`src/hdl/card_glue_pkg.sv`:
```
`default_nettype none

package card_glue_pkg;

    // =================================================================
    // Bus and stream records
    // =================================================================

    // One slot card's answer to the Apple II bus
    typedef struct packed {
        logic       rd;       // Card drives data this cycle
        logic [7:0] data;
        logic       irq_n;    // Active low
    } card_resp_t;

    // Framebuffer writer output, RGB666 pixels
    typedef struct packed {
        logic        we;
        logic [17:0] data;
        logic        vsync;
    } fb_stream_t;

    typedef enum logic {
        FB_APPLE = 1'b0,      // Apple II video renderer
        FB_VGC   = 1'b1       // IIgs super hi-res renderer
    } fb_src_e;

    // Raw audio as it leaves the sound sources
    typedef struct packed {
        logic signed [15:0] sg_l;     // Ensoniq left
        logic signed [15:0] sg_r;     // Ensoniq right
        logic        [9:0]  ssp;      // Sprite card, mono
        logic        [9:0]  mb_l;     // Mockingboard left
        logic        [9:0]  mb_r;     // Mockingboard right
        logic               spk;      // Apple II speaker bit
    } audio_in_t;

    typedef struct packed {
        logic signed [15:0] l;
        logic signed [15:0] r;
    } audio_out_t;

    typedef struct packed {
        logic [10:0] width;
        logic [9:0]  height;
    } fb_dims_t;

    // =================================================================
    // Framebuffer geometry and border palette
    // =================================================================
    localparam logic [10:0] APPLE_FB_WIDTH  = 11'd560;   // Double hi-res width
    localparam logic [9:0]  APPLE_FB_HEIGHT = 10'd192;
    localparam logic [10:0] VGC_FB_WIDTH    = 11'd640;   // Super hi-res width
    localparam logic [9:0]  VGC_FB_HEIGHT   = 10'd200;

    // RGB444, lower half Apple II colours, upper half IIgs colours
    localparam logic [11:0] BORDER_PALETTE [32] = '{
        12'h000, 12'h924, 12'h42a, 12'hd4e,  12'h064, 12'h888, 12'h39e, 12'hcbf,
        12'h450, 12'hc73, 12'h888, 12'hfac,  12'h3c2, 12'hcd6, 12'h7ec, 12'hfff,
        12'h000, 12'hd03, 12'h009, 12'hd2d,  12'h072, 12'h555, 12'h22f, 12'h6af,
        12'h850, 12'hf60, 12'haaa, 12'hf98,  12'h1d0, 12'hff0, 12'h4f9, 12'hfff
    };

endpackage

`default_nettype wire

```
`src/hdl/audio_mixer.sv`:
```
`default_nettype none

module audio_mixer (
    input  wire logic                     clk_logic_w,
    input  wire logic                     arst,
    input  wire card_glue_pkg::audio_in_t audio_i,
    output card_glue_pkg::audio_out_t     audio_o
);

    logic [15:0] spk_ext;       // Speaker as a fixed step
    logic [15:0] ssp_ext;
    logic [15:0] mb_l_ext;
    logic [15:0] mb_r_ext;
    logic [15:0] common_sum;    // Mono sources shared by both channels
    logic [15:0] sum_l;
    logic [15:0] sum_r;

    // Unsigned sources land in the lower 13 bits
    assign spk_ext  = {3'b000, audio_i.spk, 12'h000};
    assign ssp_ext  = {3'b000, audio_i.ssp, 3'b000};
    assign mb_l_ext = {3'b000, audio_i.mb_l, 3'b000};
    assign mb_r_ext = {3'b000, audio_i.mb_r, 3'b000};

    assign common_sum = ssp_ext + spk_ext;

    // 16-bit sums, overflow wraps
    assign sum_l = audio_i.sg_l + mb_l_ext + common_sum;
    assign sum_r = audio_i.sg_r + mb_r_ext + common_sum;

    // Output register, one clock of latency
    always_ff @(posedge clk_logic_w or posedge arst) begin
        if (arst) begin
            audio_o <= '0;
        end else begin
            audio_o.l <= sum_l;
            audio_o.r <= sum_r;
        end
    end

endmodule

`default_nettype wire

```
`src/hdl/bus_response.sv`:
```
`default_nettype none

module bus_response #(
    parameter bit BUS_DATA_OUT_ENABLE = 1'b1,   // Card may drive the data bus
    parameter bit IRQ_OUT_ENABLE      = 1'b1    // Card may pull the IRQ line
) (
    input  wire logic                      clk_logic_w,
    input  wire logic                      arst,
    input  wire card_glue_pkg::card_resp_t ssc_resp_i,   // Serial card
    input  wire card_glue_pkg::card_resp_t ssp_resp_i,   // Sprite card
    input  wire card_glue_pkg::card_resp_t mb_resp_i,    // Mockingboard
    input  wire logic [7:0]                bus_data_i,   // Latched bus data
    output logic [7:0]                     data_out_o,
    output logic                           data_dir_o,
    output logic                           irq_drive_o
);

    typedef enum logic [1:0] {
        SRC_BUS = 2'd0,     // Nobody reads, echo the bus
        SRC_SSC = 2'd1,
        SRC_SSP = 2'd2,
        SRC_MB  = 2'd3
    } src_e;

    src_e src;

    // Fixed priority serial > sprite > Mockingboard
    always_comb begin
        if (ssc_resp_i.rd)     src = SRC_SSC;
        else if (ssp_resp_i.rd) src = SRC_SSP;
        else if (mb_resp_i.rd)  src = SRC_MB;
        else                    src = SRC_BUS;
    end

    always_comb begin
        case (src)
            SRC_SSC: data_out_o = ssc_resp_i.data;
            SRC_SSP: data_out_o = ssp_resp_i.data;
            SRC_MB:  data_out_o = mb_resp_i.data;
            default: data_out_o = bus_data_i;
        endcase
    end

    assign data_dir_o  = (src != SRC_BUS) && BUS_DATA_OUT_ENABLE;
    // Any card low pulls the shared line
    assign irq_drive_o = !(ssc_resp_i.irq_n && ssp_resp_i.irq_n && mb_resp_i.irq_n)
                         && IRQ_OUT_ENABLE;

    // Driven byte is always the highest priority reader
    a_dir_data: assert property (@(posedge clk_logic_w) disable iff (arst)
        data_dir_o |-> data_out_o == (ssc_resp_i.rd ? ssc_resp_i.data :
                                      ssp_resp_i.rd ? ssp_resp_i.data : mb_resp_i.data));

endmodule

`default_nettype wire

```
`src/hdl/card_glue_top.sv`:
```
`default_nettype none

module card_glue_top #(
    parameter int RESET_CYCLES        = 100,
    parameter int HEARTBEAT_CYCLES    = 10_000_000,   // Half second at 20 MHz
    parameter bit BUS_DATA_OUT_ENABLE = 1'b1,
    parameter bit IRQ_OUT_ENABLE      = 1'b1,
    parameter int VDP_HMAX            = 856
) (
    input  wire logic                      clk_logic_w,
    input  wire logic                      arst,
    // Apple II side
    input  wire logic                      a2_reset_n_i,
    input  wire card_glue_pkg::card_resp_t ssc_resp_i,
    input  wire card_glue_pkg::card_resp_t ssp_resp_i,
    input  wire card_glue_pkg::card_resp_t mb_resp_i,
    input  wire logic [7:0]                bus_data_i,
    // Sound and video sources
    input  wire card_glue_pkg::audio_in_t  audio_i,
    input  wire card_glue_pkg::fb_stream_t apple_fb_i,
    input  wire card_glue_pkg::fb_stream_t vgc_fb_i,
    input  wire logic                      vsync_i,
    input  wire logic                      hsync_i,
    input  wire logic                      shrg_mode_i,
    input  wire logic [3:0]                border_color_i,
    input  wire logic                      sw_gs_i,
    // Resets and LED
    output logic                           device_reset_n_o,
    output logic                           system_reset_n_o,
    output logic                           led_heartbeat_o,
    // Bus drive enables
    output logic [7:0]                     data_out_o,
    output logic                           data_dir_o,
    output logic                           irq_drive_o,      // High pulls IRQ low
    // Mixed audio and framebuffer
    output card_glue_pkg::audio_out_t      audio_o,
    output card_glue_pkg::fb_stream_t      fb_o,
    output card_glue_pkg::fb_dims_t        fb_dims_o,
    output logic [17:0]                    border_rgb_o,
    output logic [9:0]                     vdp_x_o
);

    // =================================================================
    // Reset and status
    // =================================================================
    por_heartbeat #(
        .RESET_CYCLES    (RESET_CYCLES),
        .HEARTBEAT_CYCLES(HEARTBEAT_CYCLES)
    ) u_por (
        .clk_logic_w, .arst, .a2_reset_n_i,
        .device_reset_n_o, .system_reset_n_o, .led_heartbeat_o
    );

    bus_response #(
        .BUS_DATA_OUT_ENABLE(BUS_DATA_OUT_ENABLE),
        .IRQ_OUT_ENABLE     (IRQ_OUT_ENABLE)
    ) u_bus (
        .clk_logic_w, .arst, .ssc_resp_i, .ssp_resp_i, .mb_resp_i,
        .bus_data_i, .data_out_o, .data_dir_o, .irq_drive_o
    );

    // =================================================================
    // Audio and video glue
    // =================================================================
    audio_mixer u_mix (
        .clk_logic_w, .arst, .audio_i, .audio_o
    );

    fb_select u_fb (
        .clk_logic_w, .arst, .vsync_i, .shrg_mode_i, .apple_fb_i, .vgc_fb_i,
        .border_color_i, .sw_gs_i, .fb_o, .fb_dims_o, .border_rgb_o
    );

    vdp_raster #(.VDP_HMAX(VDP_HMAX)) u_vdp (
        .clk_logic_w, .arst, .hsync_i, .vdp_x_o   // Sprite card X in pixel ticks
    );

endmodule

`default_nettype wire

```
`src/hdl/fb_select.sv`:
```
`default_nettype none

module fb_select (
    input  wire logic                      clk_logic_w,
    input  wire logic                      arst,
    input  wire logic                      vsync_i,         // Frame boundary
    input  wire logic                      shrg_mode_i,     // Super hi-res requested
    input  wire card_glue_pkg::fb_stream_t apple_fb_i,
    input  wire card_glue_pkg::fb_stream_t vgc_fb_i,
    input  wire logic [3:0]                border_color_i,
    input  wire logic                      sw_gs_i,         // IIgs palette bank
    output card_glue_pkg::fb_stream_t      fb_o,
    output card_glue_pkg::fb_dims_t        fb_dims_o,
    output logic [17:0]                    border_rgb_o     // RGB666
);

    import card_glue_pkg::*;

    localparam fb_dims_t APPLE_DIMS = '{width: APPLE_FB_WIDTH, height: APPLE_FB_HEIGHT};
    localparam fb_dims_t VGC_DIMS   = '{width: VGC_FB_WIDTH, height: VGC_FB_HEIGHT};

    fb_src_e     src_q;
    logic [4:0]  pal_idx;
    logic [11:0] pal_rgb444;

    // =================================================================
    // Source state, only moves at vsync
    // =================================================================
    always_ff @(posedge clk_logic_w or posedge arst) begin
        if (arst) begin
            src_q <= FB_APPLE;
        end else if (vsync_i) begin
            src_q <= shrg_mode_i ? FB_VGC : FB_APPLE;   // Avoids a torn frame
        end
    end

    // Stream and geometry follow the latched source
    always_comb begin
        case (src_q)
            FB_VGC: begin
                fb_o      = vgc_fb_i;
                fb_dims_o = VGC_DIMS;
            end
            default: begin
                fb_o      = apple_fb_i;
                fb_dims_o = APPLE_DIMS;
            end
        endcase
    end

    // =================================================================
    // Border colour
    // =================================================================
    assign pal_idx    = {sw_gs_i, border_color_i};    // Upper 16 entries for IIgs
    assign pal_rgb444 = BORDER_PALETTE[pal_idx];

    // Zero-pad each nibble to six bits, same as the Apple renderer
    assign border_rgb_o = {pal_rgb444[11:8], 2'b00,
                           pal_rgb444[7:4],  2'b00,
                           pal_rgb444[3:0],  2'b00};

    // Any change of source must come from a vsync edge
    a_src_vsync: assert property (@(posedge clk_logic_w) disable iff (arst)
        !vsync_i |=> $stable(src_q));

endmodule

`default_nettype wire

```
`src/hdl/por_heartbeat.sv`:
```
`default_nettype none

module por_heartbeat #(
    parameter int RESET_CYCLES     = 100,          // Clocks of power-on reset
    parameter int HEARTBEAT_CYCLES = 10_000_000    // Clocks per LED half period
) (
    input  wire logic clk_logic_w,
    input  wire logic arst,
    input  wire logic a2_reset_n_i,        // Reset line from the Apple II
    output logic      device_reset_n_o,
    output logic      system_reset_n_o,
    output logic      led_heartbeat_o
);

    localparam int POR_W = $clog2(RESET_CYCLES + 1);
    localparam int HB_W  = ($clog2(HEARTBEAT_CYCLES) > 0) ? $clog2(HEARTBEAT_CYCLES) : 1;
    localparam logic [POR_W-1:0] POR_LAST = POR_W'(RESET_CYCLES - 1);
    localparam logic [HB_W-1:0]  HB_LAST  = HB_W'(HEARTBEAT_CYCLES - 1);

    logic [POR_W-1:0] por_cnt_q;
    logic             por_done_q;
    logic [HB_W-1:0]  hb_cnt_q;
    logic             hb_tgl_q;

    // Power-on counter, holds once it has counted out
    always_ff @(posedge clk_logic_w or posedge arst) begin
        if (arst) begin
            por_cnt_q  <= '0;
            por_done_q <= 1'b0;
        end else if (!por_done_q) begin
            por_cnt_q <= por_cnt_q + 1'b1;
            if (por_cnt_q == POR_LAST) begin
                por_done_q <= 1'b1;           // Releases on the edge the count hits the end
            end
        end
    end

    assign device_reset_n_o = por_done_q;
    assign system_reset_n_o = por_done_q & a2_reset_n_i;   // Apple II reset also holds cards

    // Heartbeat runs from arst release on its own
    always_ff @(posedge clk_logic_w or posedge arst) begin
        if (arst) begin
            hb_cnt_q <= '0;
            hb_tgl_q <= 1'b0;
        end else if (hb_cnt_q == HB_LAST) begin
            hb_cnt_q <= '0;
            hb_tgl_q <= ~hb_tgl_q;
        end else begin
            hb_cnt_q <= hb_cnt_q + 1'b1;
        end
    end

    assign led_heartbeat_o = ~hb_tgl_q;   // LED lit right after reset

    // Device reset never drops back without a fresh arst
    a_por_sticky: assert property (@(posedge clk_logic_w) disable iff (arst)
        device_reset_n_o |=> device_reset_n_o);

endmodule

`default_nettype wire

```
`src/hdl/vdp_raster.sv`:
```
`default_nettype none

module vdp_raster #(
    parameter int VDP_HMAX = 856     // Last X position of a scanline
) (
    input  wire logic clk_logic_w,
    input  wire logic arst,
    input  wire logic hsync_i,       // Line start, held high clears
    output logic [9:0] vdp_x_o
);

    localparam logic [9:0] HMAX = 10'(VDP_HMAX);

    logic [1:0] div_q;     // Pixel prescaler, one tick per 4 clocks
    logic [9:0] x_q;

    always_ff @(posedge clk_logic_w or posedge arst) begin
        if (arst) begin
            div_q <= 2'd0;
            x_q   <= 10'd0;
        end else if (hsync_i) begin
            div_q <= 2'd0;                 // Restart the line in phase with hsync
            x_q   <= 10'd0;
        end else begin
            div_q <= div_q + 2'd1;
            // Clamp keeps X from wrapping on long lines
            if (div_q == 2'd3 && x_q < HMAX) begin
                x_q <= x_q + 10'd1;
            end
        end
    end

    assign vdp_x_o = x_q;

    a_x_clamp: assert property (@(posedge clk_logic_w) disable iff (arst)
        vdp_x_o <= HMAX);

endmodule

`default_nettype wire

```
`config.mk`:
```
export PLATFORM = sky130hd
export DESIGN_NAME = card_glue_top
export DESIGN_NICKNAME = d
export VERILOG_FILES = /design/src/hdl/card_glue_pkg.sv /design/src/hdl/audio_mixer.sv /design/src/hdl/bus_response.sv /design/src/hdl/card_glue_top.sv /design/src/hdl/fb_select.sv /design/src/hdl/por_heartbeat.sv /design/src/hdl/vdp_raster.sv
export SDC_FILE = /design/constraint.sdc
export NUM_CORES = 1
export LEC_CHECK = 0
export ABC_AREA = 1
export ABC_CLOCK_PERIOD_IN_PS = 7700
export BUFFER_PORTS_ARGS = -buffer_cell sky130_fd_sc_hd__buf_2
export CORE_MARGIN = 5
export CORE_UTILIZATION = 53
export DETAILED_ROUTE_END_ITERATION = 16
export GPL_TIMING_DRIVEN = 0
export HOLD_SLACK_MARGIN = 0.05
export PLACE_DENSITY = 0.88
export SLEW_MARGIN = 20
export SYNTH_ARGS = -nofsm -noshare
export SYNTH_HDL_FRONTEND = slang
export SYNTH_SLANG_ARGS = --single-unit
export TNS_END_PERCENT = 100
```
`constraint.sdc`:
```
create_clock -name clk_logic_w -period 7.7 [get_ports clk_logic_w]
set_clock_uncertainty 0.2 [all_clocks]
set_input_delay 2.31 -clock clk_logic_w [delete_from_list [all_inputs] [get_ports clk_logic_w]]
set_output_delay 2.31 -clock clk_logic_w [all_outputs]
set_load 0.01 [all_outputs]
```
==> results.json, run 1 <==
{
  "final.setup.tns_ns": 0,
  "finalHoldViolations": 0,
  "cts_max_level": 3,
  "crit_type": "in -> out",
  "synth.largest_area_cell": "dfrtp_1",
  "hold-path-cell-count": 1,
  "hold_buffers": 0,
  "grt_usage_pct": 25.5,
  "maxCapViolCount": 0,
  "yosysUniqueCellTypes": 36,
  "synth_compound_area_share_pct": 6.41,
  "clk_latency_ns": 0.34,
  "overflow": 0,
  "coreArea_um2": 11400,
  "layout_common_cells": "264 x nand2_1, 244 x buf_2, 105 x inv_1",
  "finalWorstSetupSlack_ns": 1.52,
  "synth_edf_count": 0,
  "p_int_uw": 885,
  "synthXorXnorAreaFrac_pct": 4.95,
  "finalCritPeriodShare_pct": 80.3,
  "critPathArrivalTime_ns": 3.67,
  "synth_area_um2": 6190,
  "setup_viol": 0,
  "muxShareOfSynthArea_pct": 0,
  "cts.sinks": 78,
  "rrSetupSlack_ns": 5.88,
  "ctsRootBufferMaster": "clkbuf_16",
  "place_worst_setup_slack_ns": 1.53,
  "power_switching_uw": 499,
  "reg2reg_to": "u_por.hb_cnt_q[10]",
  "p_per_area_nw_per_um2": 174,
  "maxSlewViolCount": 0,
  "crit_fanout": 9,
  "p_clk_share_pct": 30.1,
  "synth_top_area_share_pct": 31.5,
  "ff2ff_path_depth": 8,
  "cts_resized": 0,
  "switching_share_pct": 36.1,
  "fin_crit_ns": 6.18,
  "postRouteWirelength_um": 18000,
  "post_cts_buffers": 0,
  "max-clock-path-buffers": 2,
  "synth_ff_type": "dfrtp_1",
  "finalNonFillerCells": 1271,
  "min-delay-start": "u_vdp.div_q[0]",
  "endpoint_kind": "output pin",
  "syn_avg_cell_area_um2": 7.27,
  "status": "completed",
  "yosys_warnings": 0,
  "dp.cells": 1255,
  "fin_area_um2": 7960,
  "synth_top_family_by_area": "simple AND/OR/NAND/NOR gates",
  "min_to": "u_vdp.div_q[0]",
  "grt_max_degree": 45,
  "clk_pin_slew_worst_paths_ns": 0.07,
  "fin_util_pct": 69.7,
  "sequentialPowerShare_pct": 34.9,
  "io_pins": 266,
  "die_area_um2": 13900,
  "netlist_instances": 851,
  "hold_path_class": "reg -> reg",
  "drive_gt1_share_pct": 28.0,
  "rows": 39,
  "p_comb_share_pct": 35.0,
  "diodes": 0,
  "area_growth_pct": 28.6,
  "io_buffer_count": 239,
  "via_per_inst": 5.02,
  "first_global_vias": 6257,
  "drc": 0,
  "placed_area_um2": 7660,
  "worst_pin_slew_ns": 0.545,
  "cp_data_required_time_ns": 5.19,
  "cts_tree": "built",
  "antenna_found_initial": 0,
  "layout_commonest_cell": "nand2_1",
  "avgRoutedWirePerCell_um": 14.2,
  "relSlewSlack_pct": 63.7,
  "die_y_um": 118,
  "start_kind": "primary input",
  "async_flop_share_pct": 100,
  "post-dp-hpwl_um": 14700,
  "postRouteAntennaNets": 0,
  "gp_congestion": 0.937,
  "fmax_mhz": 162,
  "synth_simple_gate_area_share_pct": 32.0,
  "initial_utilization_pct": 54.2,
  "r2r_start": "u_por.hb_cnt_q[0]",
  "numCtsBuffers": 9,
  "grt_pass1_wl_um": 29700,
  "peakVddDrop_v": 0.000133,
  "drtPass1Iterations": 6,
  "drt_iter0_markers": 452,
  "yosysSeqAreaShare_pct": 31.5,
  "power.static_leakage_nw": 4.53,
  "synth_fa_ha_area_share_pct": 14.4,
  "vias": 6383,
  "fin_nets": 1333,
  "die_w_um": 118,
  "grt_setup_unrepaired": "false",
  "ys_seq_elements": 78,
  "ys_top_cells_by_area": "dfrtp_1 32%, nand2_1 16%, ha_1 7.3%"
}
[cells in the mapped netlist, drive strengths merged (2+ instances only)]
cell type  count
nand2        273
inv          107
nor2          99
dfrtp         78
nand3         66
ha            36
buf           31
a21oi         23
fa            22
o21ai         22
nand4         21
xor2          21
xnor2         14
o211ai        10
clkbuf         7
a21o           5
nor3           3
o21bai         3
conb           2
or2            2
[flip-flops by register name, indices dropped and copies added, names as in the netlist]
| name | count |
|---|---|
| u_vdp.vdp_x_o | 10 |
| u_por.device_reset_n_o | 1 |
| u_vdp.div_q | 2 |
| u_por.por_cnt_q | 7 |
| u_mix.audio_o | 32 |
| u_por.hb_tgl_q | 1 |
| u_fb.src_q | 1 |
| u_por.hb_cnt_q | 24 |
[area by class of cell]
cell class	instances	area, µm²
repair buffers	240	1220
well taps	143	179
clock inverters	7	66.3
flip-flops and latches	78	1950
plain buffers	38	246
multi-input cells	648	3660
clock buffers	9	225
inverters	108	409
fillers	951	3460
[power by group through the flow]
stage | combinational [mW] | sequential, mW | clock, mW
final | 0.485 | 0.483 | 0.417
after detailed placement | 0.486 | 0.489 | 0
after global routing | 0.545 | 0.489 | 0.439
after CTS | 0.488 | 0.482 | 0.420
after floorplan | 0.259 | 0.515 | 0
after global placement | 0.477 | 0.488 | 0
[cells by family after synthesis]
logic type,after synthesis
AOI/OAI and AO/OA,67
xor gates and xnor gates,35
adders and majority gates,58
buffers and inverters,146
DFF,78
other,2
and+or+nand+nor,465
[through the flow]
step                hold slack (ns)  power (mW)
floorplan                     0.202       0.774
detailed placement            0.223       0.975
global placement              0.220       0.965
finish                        0.230        1.38
global route                  0.255        1.47
CTS                           0.233        1.39
[routing by layer]
| metal | track usage [%] | up-vias | share of wire [%] |
|---|---|---|---|
| met5 | 0 | - | 0 |
| met4 | 7.10 | 0 | 1.7 |
| met3 | 3.60 | 32 | 5.7 |
| met2 | 45.1 | 248 | 52 |
| met1 | 32.6 | 2924 | 41 |
| li1 | - | 3179 | - |
[worst max path at each step]
stage / startpoint / endpoint / slack [ns] / cells past startpoint
finish: border_color_i[1] / border_rgb_o[4] / 1.52 / 9
detailed placement: border_color_i[1] / border_rgb_o[4] / 1.53 / 9
global placement: border_color_i[1] / border_rgb_o[4] / 1.55 / 9
global route: border_color_i[1] / border_rgb_o[4] / 1.37 / 9
CTS: border_color_i[1] / border_rgb_o[4] / 1.53 / 9
floorplan: border_color_i[1] / border_rgb_o[9] / 2.01 / 8
[critical path, cell delays in order]
cell and delay, ns:
buf_2 0.17, inv_1 0.20, ha_1 0.20, inv_1 0.05, nand2_1 0.15, o21ai_0 0.15, o211ai_1 0.18, nand3_1 0.10
buf_2 0.16
No activity file was read; power rests on OpenSTA's default activity.
==> inputs of run 2 (changes only) <==
--- a/config.mk
+++ b/config.mk
@@ -6,14 +6,14 @@
 export NUM_CORES = 1
 export LEC_CHECK = 0
 export ABC_AREA = 1
-export ABC_CLOCK_PERIOD_IN_PS = 7700
+export ABC_CLOCK_PERIOD_IN_PS = 6130
 export BUFFER_PORTS_ARGS = -buffer_cell sky130_fd_sc_hd__buf_2
 export CORE_MARGIN = 5
-export CORE_UTILIZATION = 53
+export CORE_UTILIZATION = 49
 export DETAILED_ROUTE_END_ITERATION = 16
 export GPL_TIMING_DRIVEN = 0
 export HOLD_SLACK_MARGIN = 0.05
-export PLACE_DENSITY = 0.88
+export PLACE_DENSITY = 0.82
 export SLEW_MARGIN = 20
 export SYNTH_ARGS = -nofsm -noshare
 export SYNTH_HDL_FRONTEND = slang
==> constraint.sdc (replaced) <==
create_clock -name clk_logic_w -period 6.13 [get_ports clk_logic_w]
set_clock_uncertainty 0.2 [all_clocks]
set_input_delay 1.839 -clock clk_logic_w [delete_from_list [all_inputs] [get_ports clk_logic_w]]
set_output_delay 1.839 -clock clk_logic_w [all_outputs]
set_load 0.01 [all_outputs]
==> results.json, run 2 (synthesis gave the netlist of run 1 again) <==
{
  "finalCritPeriodShare_pct": 85.5,
  "cts_tree": "built",
  "area_growth_pct": 29.3,
  "endpoint_kind": "output pin",
  "post_cts_buffers": 0,
  "initial_utilization_pct": 49.4,
  "power.static_leakage_nw": 4.53,
  "gr-usage-met2_pct": 38.2,
  "io_buffer_count": 239,
  "overflow": 0,
  "power_mw": 1.73,
  "hold-path-cell-count": 1,
  "cp_data_required_time_ns": 4.09,
  "cts_max_level": 3,
  "post-dp-hpwl_um": 14800,
  "vias": 6235,
  "ctsRootBufferMaster": "clkbuf_16",
  "cts.sinks": 78,
  "drtPass1Iterations": 5,
  "layout_commonest_cell": "nand2_1",
  "gp_congestion": 0.919,
  "max-clock-path-buffers": 2,
  "largest_reg_flops": 32,
  "avgRoutedWirePerCell_um": 13.5,
  "io_pins": 266,
  "layout_common_cells": "264 x nand2_1, 244 x buf_2, 105 x inv_1",
  "status": "completed",
  "crit_fanout": 9,
  "rows": 41,
  "r2r_start": "u_por.hb_cnt_q[0]",
  "min-delay-start": "u_vdp.div_q[0]",
  "grt_pass1_wl_um": 27900,
  "reg_top3": "u_mix.audio_o: 32 flops, u_por.hb_cnt_q: 24 flops, u_vdp.vdp_x_o: 10 flops",
  "rrSetupSlack_ns": 4.35,
  "maxCapViolCount": 0,
  "p_per_area_nw_per_um2": 216,
  "postRouteAntennaNets": 0,
  "cts_resized": 0,
  "grt_max_degree": 61,
  "crit_type": "in -> out",
  "die_area_um2": 15000,
  "fmax_mhz": 191,
  "fin_crit_ns": 5.24,
  "met1_usage_pct": 32.0,
  "grt_usage_pct": 23.1,
  "use_met3_pct": 3.69,
  "via_per_inst": 4.79,
  "drive_gt1_share_pct": 28.0,
  "clk_pin_slew_worst_paths_ns": 0.06,
  "hold_path_class": "reg -> reg",
  "grt-busiest-layer": "met2",
  "min_to": "u_vdp.div_q[0]",
  "multi_input_area_um2": 3660,
  "finalHoldViolations": 0,
  "reg2reg_to": "u_por.hb_cnt_q[3]",
  "first_global_vias": 5937,
  "coreArea_um2": 12500,
  "relSlewSlack_pct": 64.3,
  "fillCellCount": 1200,
  "fin_nets": 1333,
  "worst_pin_slew_ns": 0.536,
  "antenna_found_initial": 2,
  "top_register": "u_mix.audio_o",
  "numCtsBuffers": 9,
  "drc": 0,
  "clk_latency_ns": 0.34,
  "critPathArrivalTime_ns": 3.20,
  "postRouteWirelength_um": 17600,
  "seq_area_um2": 1950,
  "die_w_um": 122,
  "ff2ff_path_depth": 8,
  "grt_setup_unrepaired": "false",
  "drt_iter0_markers": 408,
  "hold_buffers": 0,
  "peakVddDrop_v": 0.000165,
  "start_kind": "primary input",
  "die_y_um": 122,
  "final.setup.tns_ns": 0,
  "setup_viol": 0,
  "maxSlewViolCount": 0
}
==> run 2: changes by cell type in the layout (fill, tap and decap cells not counted), sizes merged <==
cell      previous run  this run
clkinvlp             2         1
diode                0         1
inv                110       111
==> run 2: per-stage QoR <==
step	area, µm²	std cells	worst slack, ns	hold WS, ns	utilization, %
floorplan	6270	872	1.38	0.202	-
global placement	7680	1283	0.918	0.215	61.3
detailed placement	7710	1284	0.893	0.225	61.6
CTS	8000	1300	0.889	0.234	63.9
global route	8000	1300	0.682	0.268	63.9
finish	8000	1301	0.888	0.233	63.9
==> run 2: layout make-up <==
class | count | area share (%)
Multi-Input combinational cell | 648 | 45.8
Timing Repair Buffer | 240 | 15.3
Antenna cell | 1 | 0.0313
Clock buffer | 9 | 2.82
Buffer | 38 | 3.08
Sequential cell | 78 | 24.4
Tap cell | 172 | 2.69
Clock inverter | 7 | 0.782
Inverter | 108 | 5.12
==> run 2: where the power goes <==
group | internal (mW) | leakage (nW) | switching [mW]
combinational | 0.249 | 3.41 | 0.360
sequential | 0.582 | 0.985 | 0.0294
clock | 0.283 | 0.139 | 0.229
total | 1.11 | 4.53 | 0.618
==> run 2: routing by layer <==
metal	part of all wire, %	vias to the layer above
met1	42	2829
met4	1.5	2
met5	0.040	-
met2	50	197
met3	6.1	23
li1	-	3184
==> run 2: critical path, cell delays in order <==
cell	delay [ns]
buf_2	0.16
inv_1	0.22
ha_1	0.23
inv_1	0.05
nand2_1	0.14
o21ai_0	0.14
o211ai_1	0.17
nand3_1	0.09
buf_2	0.15
==> run 2: worst max path at each step <==
stage | startpoint | endpoint | slack [ns] | depth (start not counted)
3_5_place_dp | border_color_i[1] | border_rgb_o[4] | 0.89 | 9
2_1_floorplan | border_color_i[1] | border_rgb_o[9] | 1.38 | 8
6_report | border_color_i[1] | border_rgb_o[4] | 0.89 | 9
4_1_cts | border_color_i[1] | border_rgb_o[4] | 0.89 | 9
5_1_grt | border_color_i[1] | border_rgb_o[4] | 0.68 | 9
3_3_place_gp | border_color_i[1] | border_rgb_o[4] | 0.92 | 9
==> inputs of run 3 (changes only) <==
--- a/config.mk
+++ b/config.mk
@@ -6,13 +6,14 @@
 export NUM_CORES = 1
 export LEC_CHECK = 0
 export ABC_AREA = 1
-export ABC_CLOCK_PERIOD_IN_PS = 6130
+export ABC_CLOCK_PERIOD_IN_PS = 5540
 export BUFFER_PORTS_ARGS = -buffer_cell sky130_fd_sc_hd__buf_2
 export CORE_MARGIN = 5
 export CORE_UTILIZATION = 49
 export DETAILED_ROUTE_END_ITERATION = 16
 export GPL_TIMING_DRIVEN = 0
 export HOLD_SLACK_MARGIN = 0.05
+export MAX_ROUTING_LAYER = met4
 export PLACE_DENSITY = 0.82
 export SLEW_MARGIN = 20
 export SYNTH_ARGS = -nofsm -noshare
==> constraint.sdc (replaced) <==
create_clock -name clk_logic_w -period 5.54 [get_ports clk_logic_w]
set_clock_uncertainty 0.2 [all_clocks]
set_input_delay 1.662 -clock clk_logic_w [delete_from_list [all_inputs] [get_ports clk_logic_w]]
set_output_delay 1.662 -clock clk_logic_w [all_outputs]
set_load 0.01 [all_outputs]
==> results.json, run 3 (synthesis gave the netlist of run 1 again) <==
{
  "status": "completed",
  "hold_path_class": "reg -> reg",
  "r2r_start": "u_por.hb_cnt_q[0]",
  "io_pins": 266,
  "min_to": "u_vdp.div_q[0]",
  "multi_input_area_um2": 3660,
  "cts_tree": "built",
  "peakVddDrop_v": 0.000151,
  "maxSlewViolCount": 0,
  "drt_iter0_markers": 445,
  "numCtsBuffers": 9,
  "coreArea_um2": 12500,
  "overflow": 0,
  "io_buffer_count": 239,
  "reg_top3": "u_mix.audio_o: 32 flops, u_por.hb_cnt_q: 24 flops, u_vdp.vdp_x_o: 10 flops",
  "fin_nets": 1333,
  "fin_crit_ns": 4.91,
  "crit_fanout": 9,
  "largest_reg_flops": 32,
  "final.setup.tns_ns": 0,
  "power.static_leakage_nw": 4.53,
  "seq_area_um2": 1950,
  "crit_type": "in -> out",
  "postRouteAntennaNets": 0,
  "postRouteWirelength_um": 18000,
  "grt_pass1_wl_um": 28400,
  "finalCritPeriodShare_pct": 88.7,
  "hold-path-cell-count": 1,
  "fmax_mhz": 204,
  "drive_gt1_share_pct": 28.0,
  "first_global_vias": 5834,
  "post-dp-hpwl_um": 14700,
  "via_per_inst": 4.77,
  "initial_utilization_pct": 49.4,
  "layout_commonest_cell": "nand2_1",
  "min-delay-start": "u_vdp.div_q[0]",
  "finalHoldViolations": 0,
  "grt_setup_unrepaired": "false",
  "die_w_um": 122,
  "ff2ff_path_depth": 8,
  "cts.sinks": 78,
  "die_y_um": 122,
  "fillCellCount": 1183,
  "cts_resized": 0,
  "relSlewSlack_pct": 62.0,
  "clk_pin_slew_worst_paths_ns": 0.07,
  "worst_pin_slew_ns": 0.571,
  "die_area_um2": 15000,
  "avgRoutedWirePerCell_um": 13.8,
  "layout_common_cells": "264 x nand2_1, 244 x buf_2, 105 x inv_1",
  "drc": 0,
  "rows": 41,
  "drtPass1Iterations": 5,
  "max-clock-path-buffers": 2,
  "endpoint_kind": "output pin",
  "grt_usage_pct": 24.3,
  "hold_buffers": 0,
  "grt_max_degree": 60,
  "clk_latency_ns": 0.34,
  "start_kind": "primary input",
  "top_register": "u_mix.audio_o",
  "maxCapViolCount": 0,
  "power_mw": 1.92,
  "vias": 6218,
  "ctsRootBufferMaster": "clkbuf_16",
  "post_cts_buffers": 0,
  "p_per_area_nw_per_um2": 240,
  "setup_viol": 0,
  "reg2reg_to": "u_por.hb_cnt_q[3]",
  "cp_data_required_time_ns": 3.68,
  "rrSetupSlack_ns": 3.74,
  "gp_congestion": 0.946,
  "area_growth_pct": 29.3,
  "critPathArrivalTime_ns": 3.05,
  "antenna_found_initial": 3,
  "cts_max_level": 3
}
## run 3: cell count changes in the layout (fill, tap and decap cells not counted)
cell and change:
clkinv_4 -2, diode_2 +2, clkinvlp_4 +1, inv_6 +1
## run 3: critical path: stages
cell and delay, ns:
buf_2 0.17, inv_1 0.21, ha_1 0.21, inv_1 0.05, nand2_1 0.15, o21ai_0 0.14
o211ai_1 0.18, nand3_1 0.11, buf_2 0.16
## run 3: how the worst max path moves through the flow
| stage | start | endpoint | slack (ns) | cells past startpoint |
|---|---|---|---|---|
| 2_1_floorplan | border_color_i[1] | border_rgb_o[9] | 1.14 | 8 |
| 3_3_place_gp | border_color_i[1] | border_rgb_o[9] | 0.68 | 10 |
| 3_5_place_dp | border_color_i[1] | border_rgb_o[4] | 0.66 | 9 |
| 4_1_cts | border_color_i[1] | border_rgb_o[4] | 0.66 | 9 |
| 5_1_grt | border_color_i[1] | border_rgb_o[4] | 0.44 | 9 |
| 6_report | border_color_i[1] | border_rgb_o[4] | 0.63 | 9 |
## run 3: power breakdown
group | internal, mW | switching (mW) | total [mW]
sequential | 0.644 | 0.0333 | 0.678
clock | 0.313 | 0.255 | 0.568
combinational | 0.275 | 0.397 | 0.672
total | 1.23 | 0.685 | 1.92
## run 3: layout make-up
cell class / count / area share, %
Sequential cell: 78 / 24.4
Timing Repair Buffer: 240 / 15.3
Tap cell: 172 / 2.69
Clock inverter: 7 / 0.766
Inverter: 108 / 5.11
Antenna cell: 3 / 0.0938
Multi-Input combinational cell: 648 / 45.8
Buffer: 38 / 3.08
Clock buffer: 9 / 2.81
## run 3: layer usage
layer  GRT usage (%)  wire length, µm  vias up  part of all wire [%]
li1                -                -     3187                     -
met1            32.5             7510     2808                    42
met2            38.7             8970      192                    50
met3            5.07             1190       31                   6.6
met4            4.97              303        0                   1.7
met5               -                0        -                     0
## run 3: stage by stage
stage	setup slack [ns]	util [%]	instances	hold slack, ns	cell area [µm²]
final	0.628	63.9	1303	0.228	8000
after global routing	0.443	63.9	1302	0.258	8000
after CTS	0.656	63.9	1300	0.231	7990
after detailed placement	0.665	61.6	1284	0.221	7710
after global placement	0.683	61.3	1283	0.216	7680
after floorplan	1.14	-	872	0.202	6270
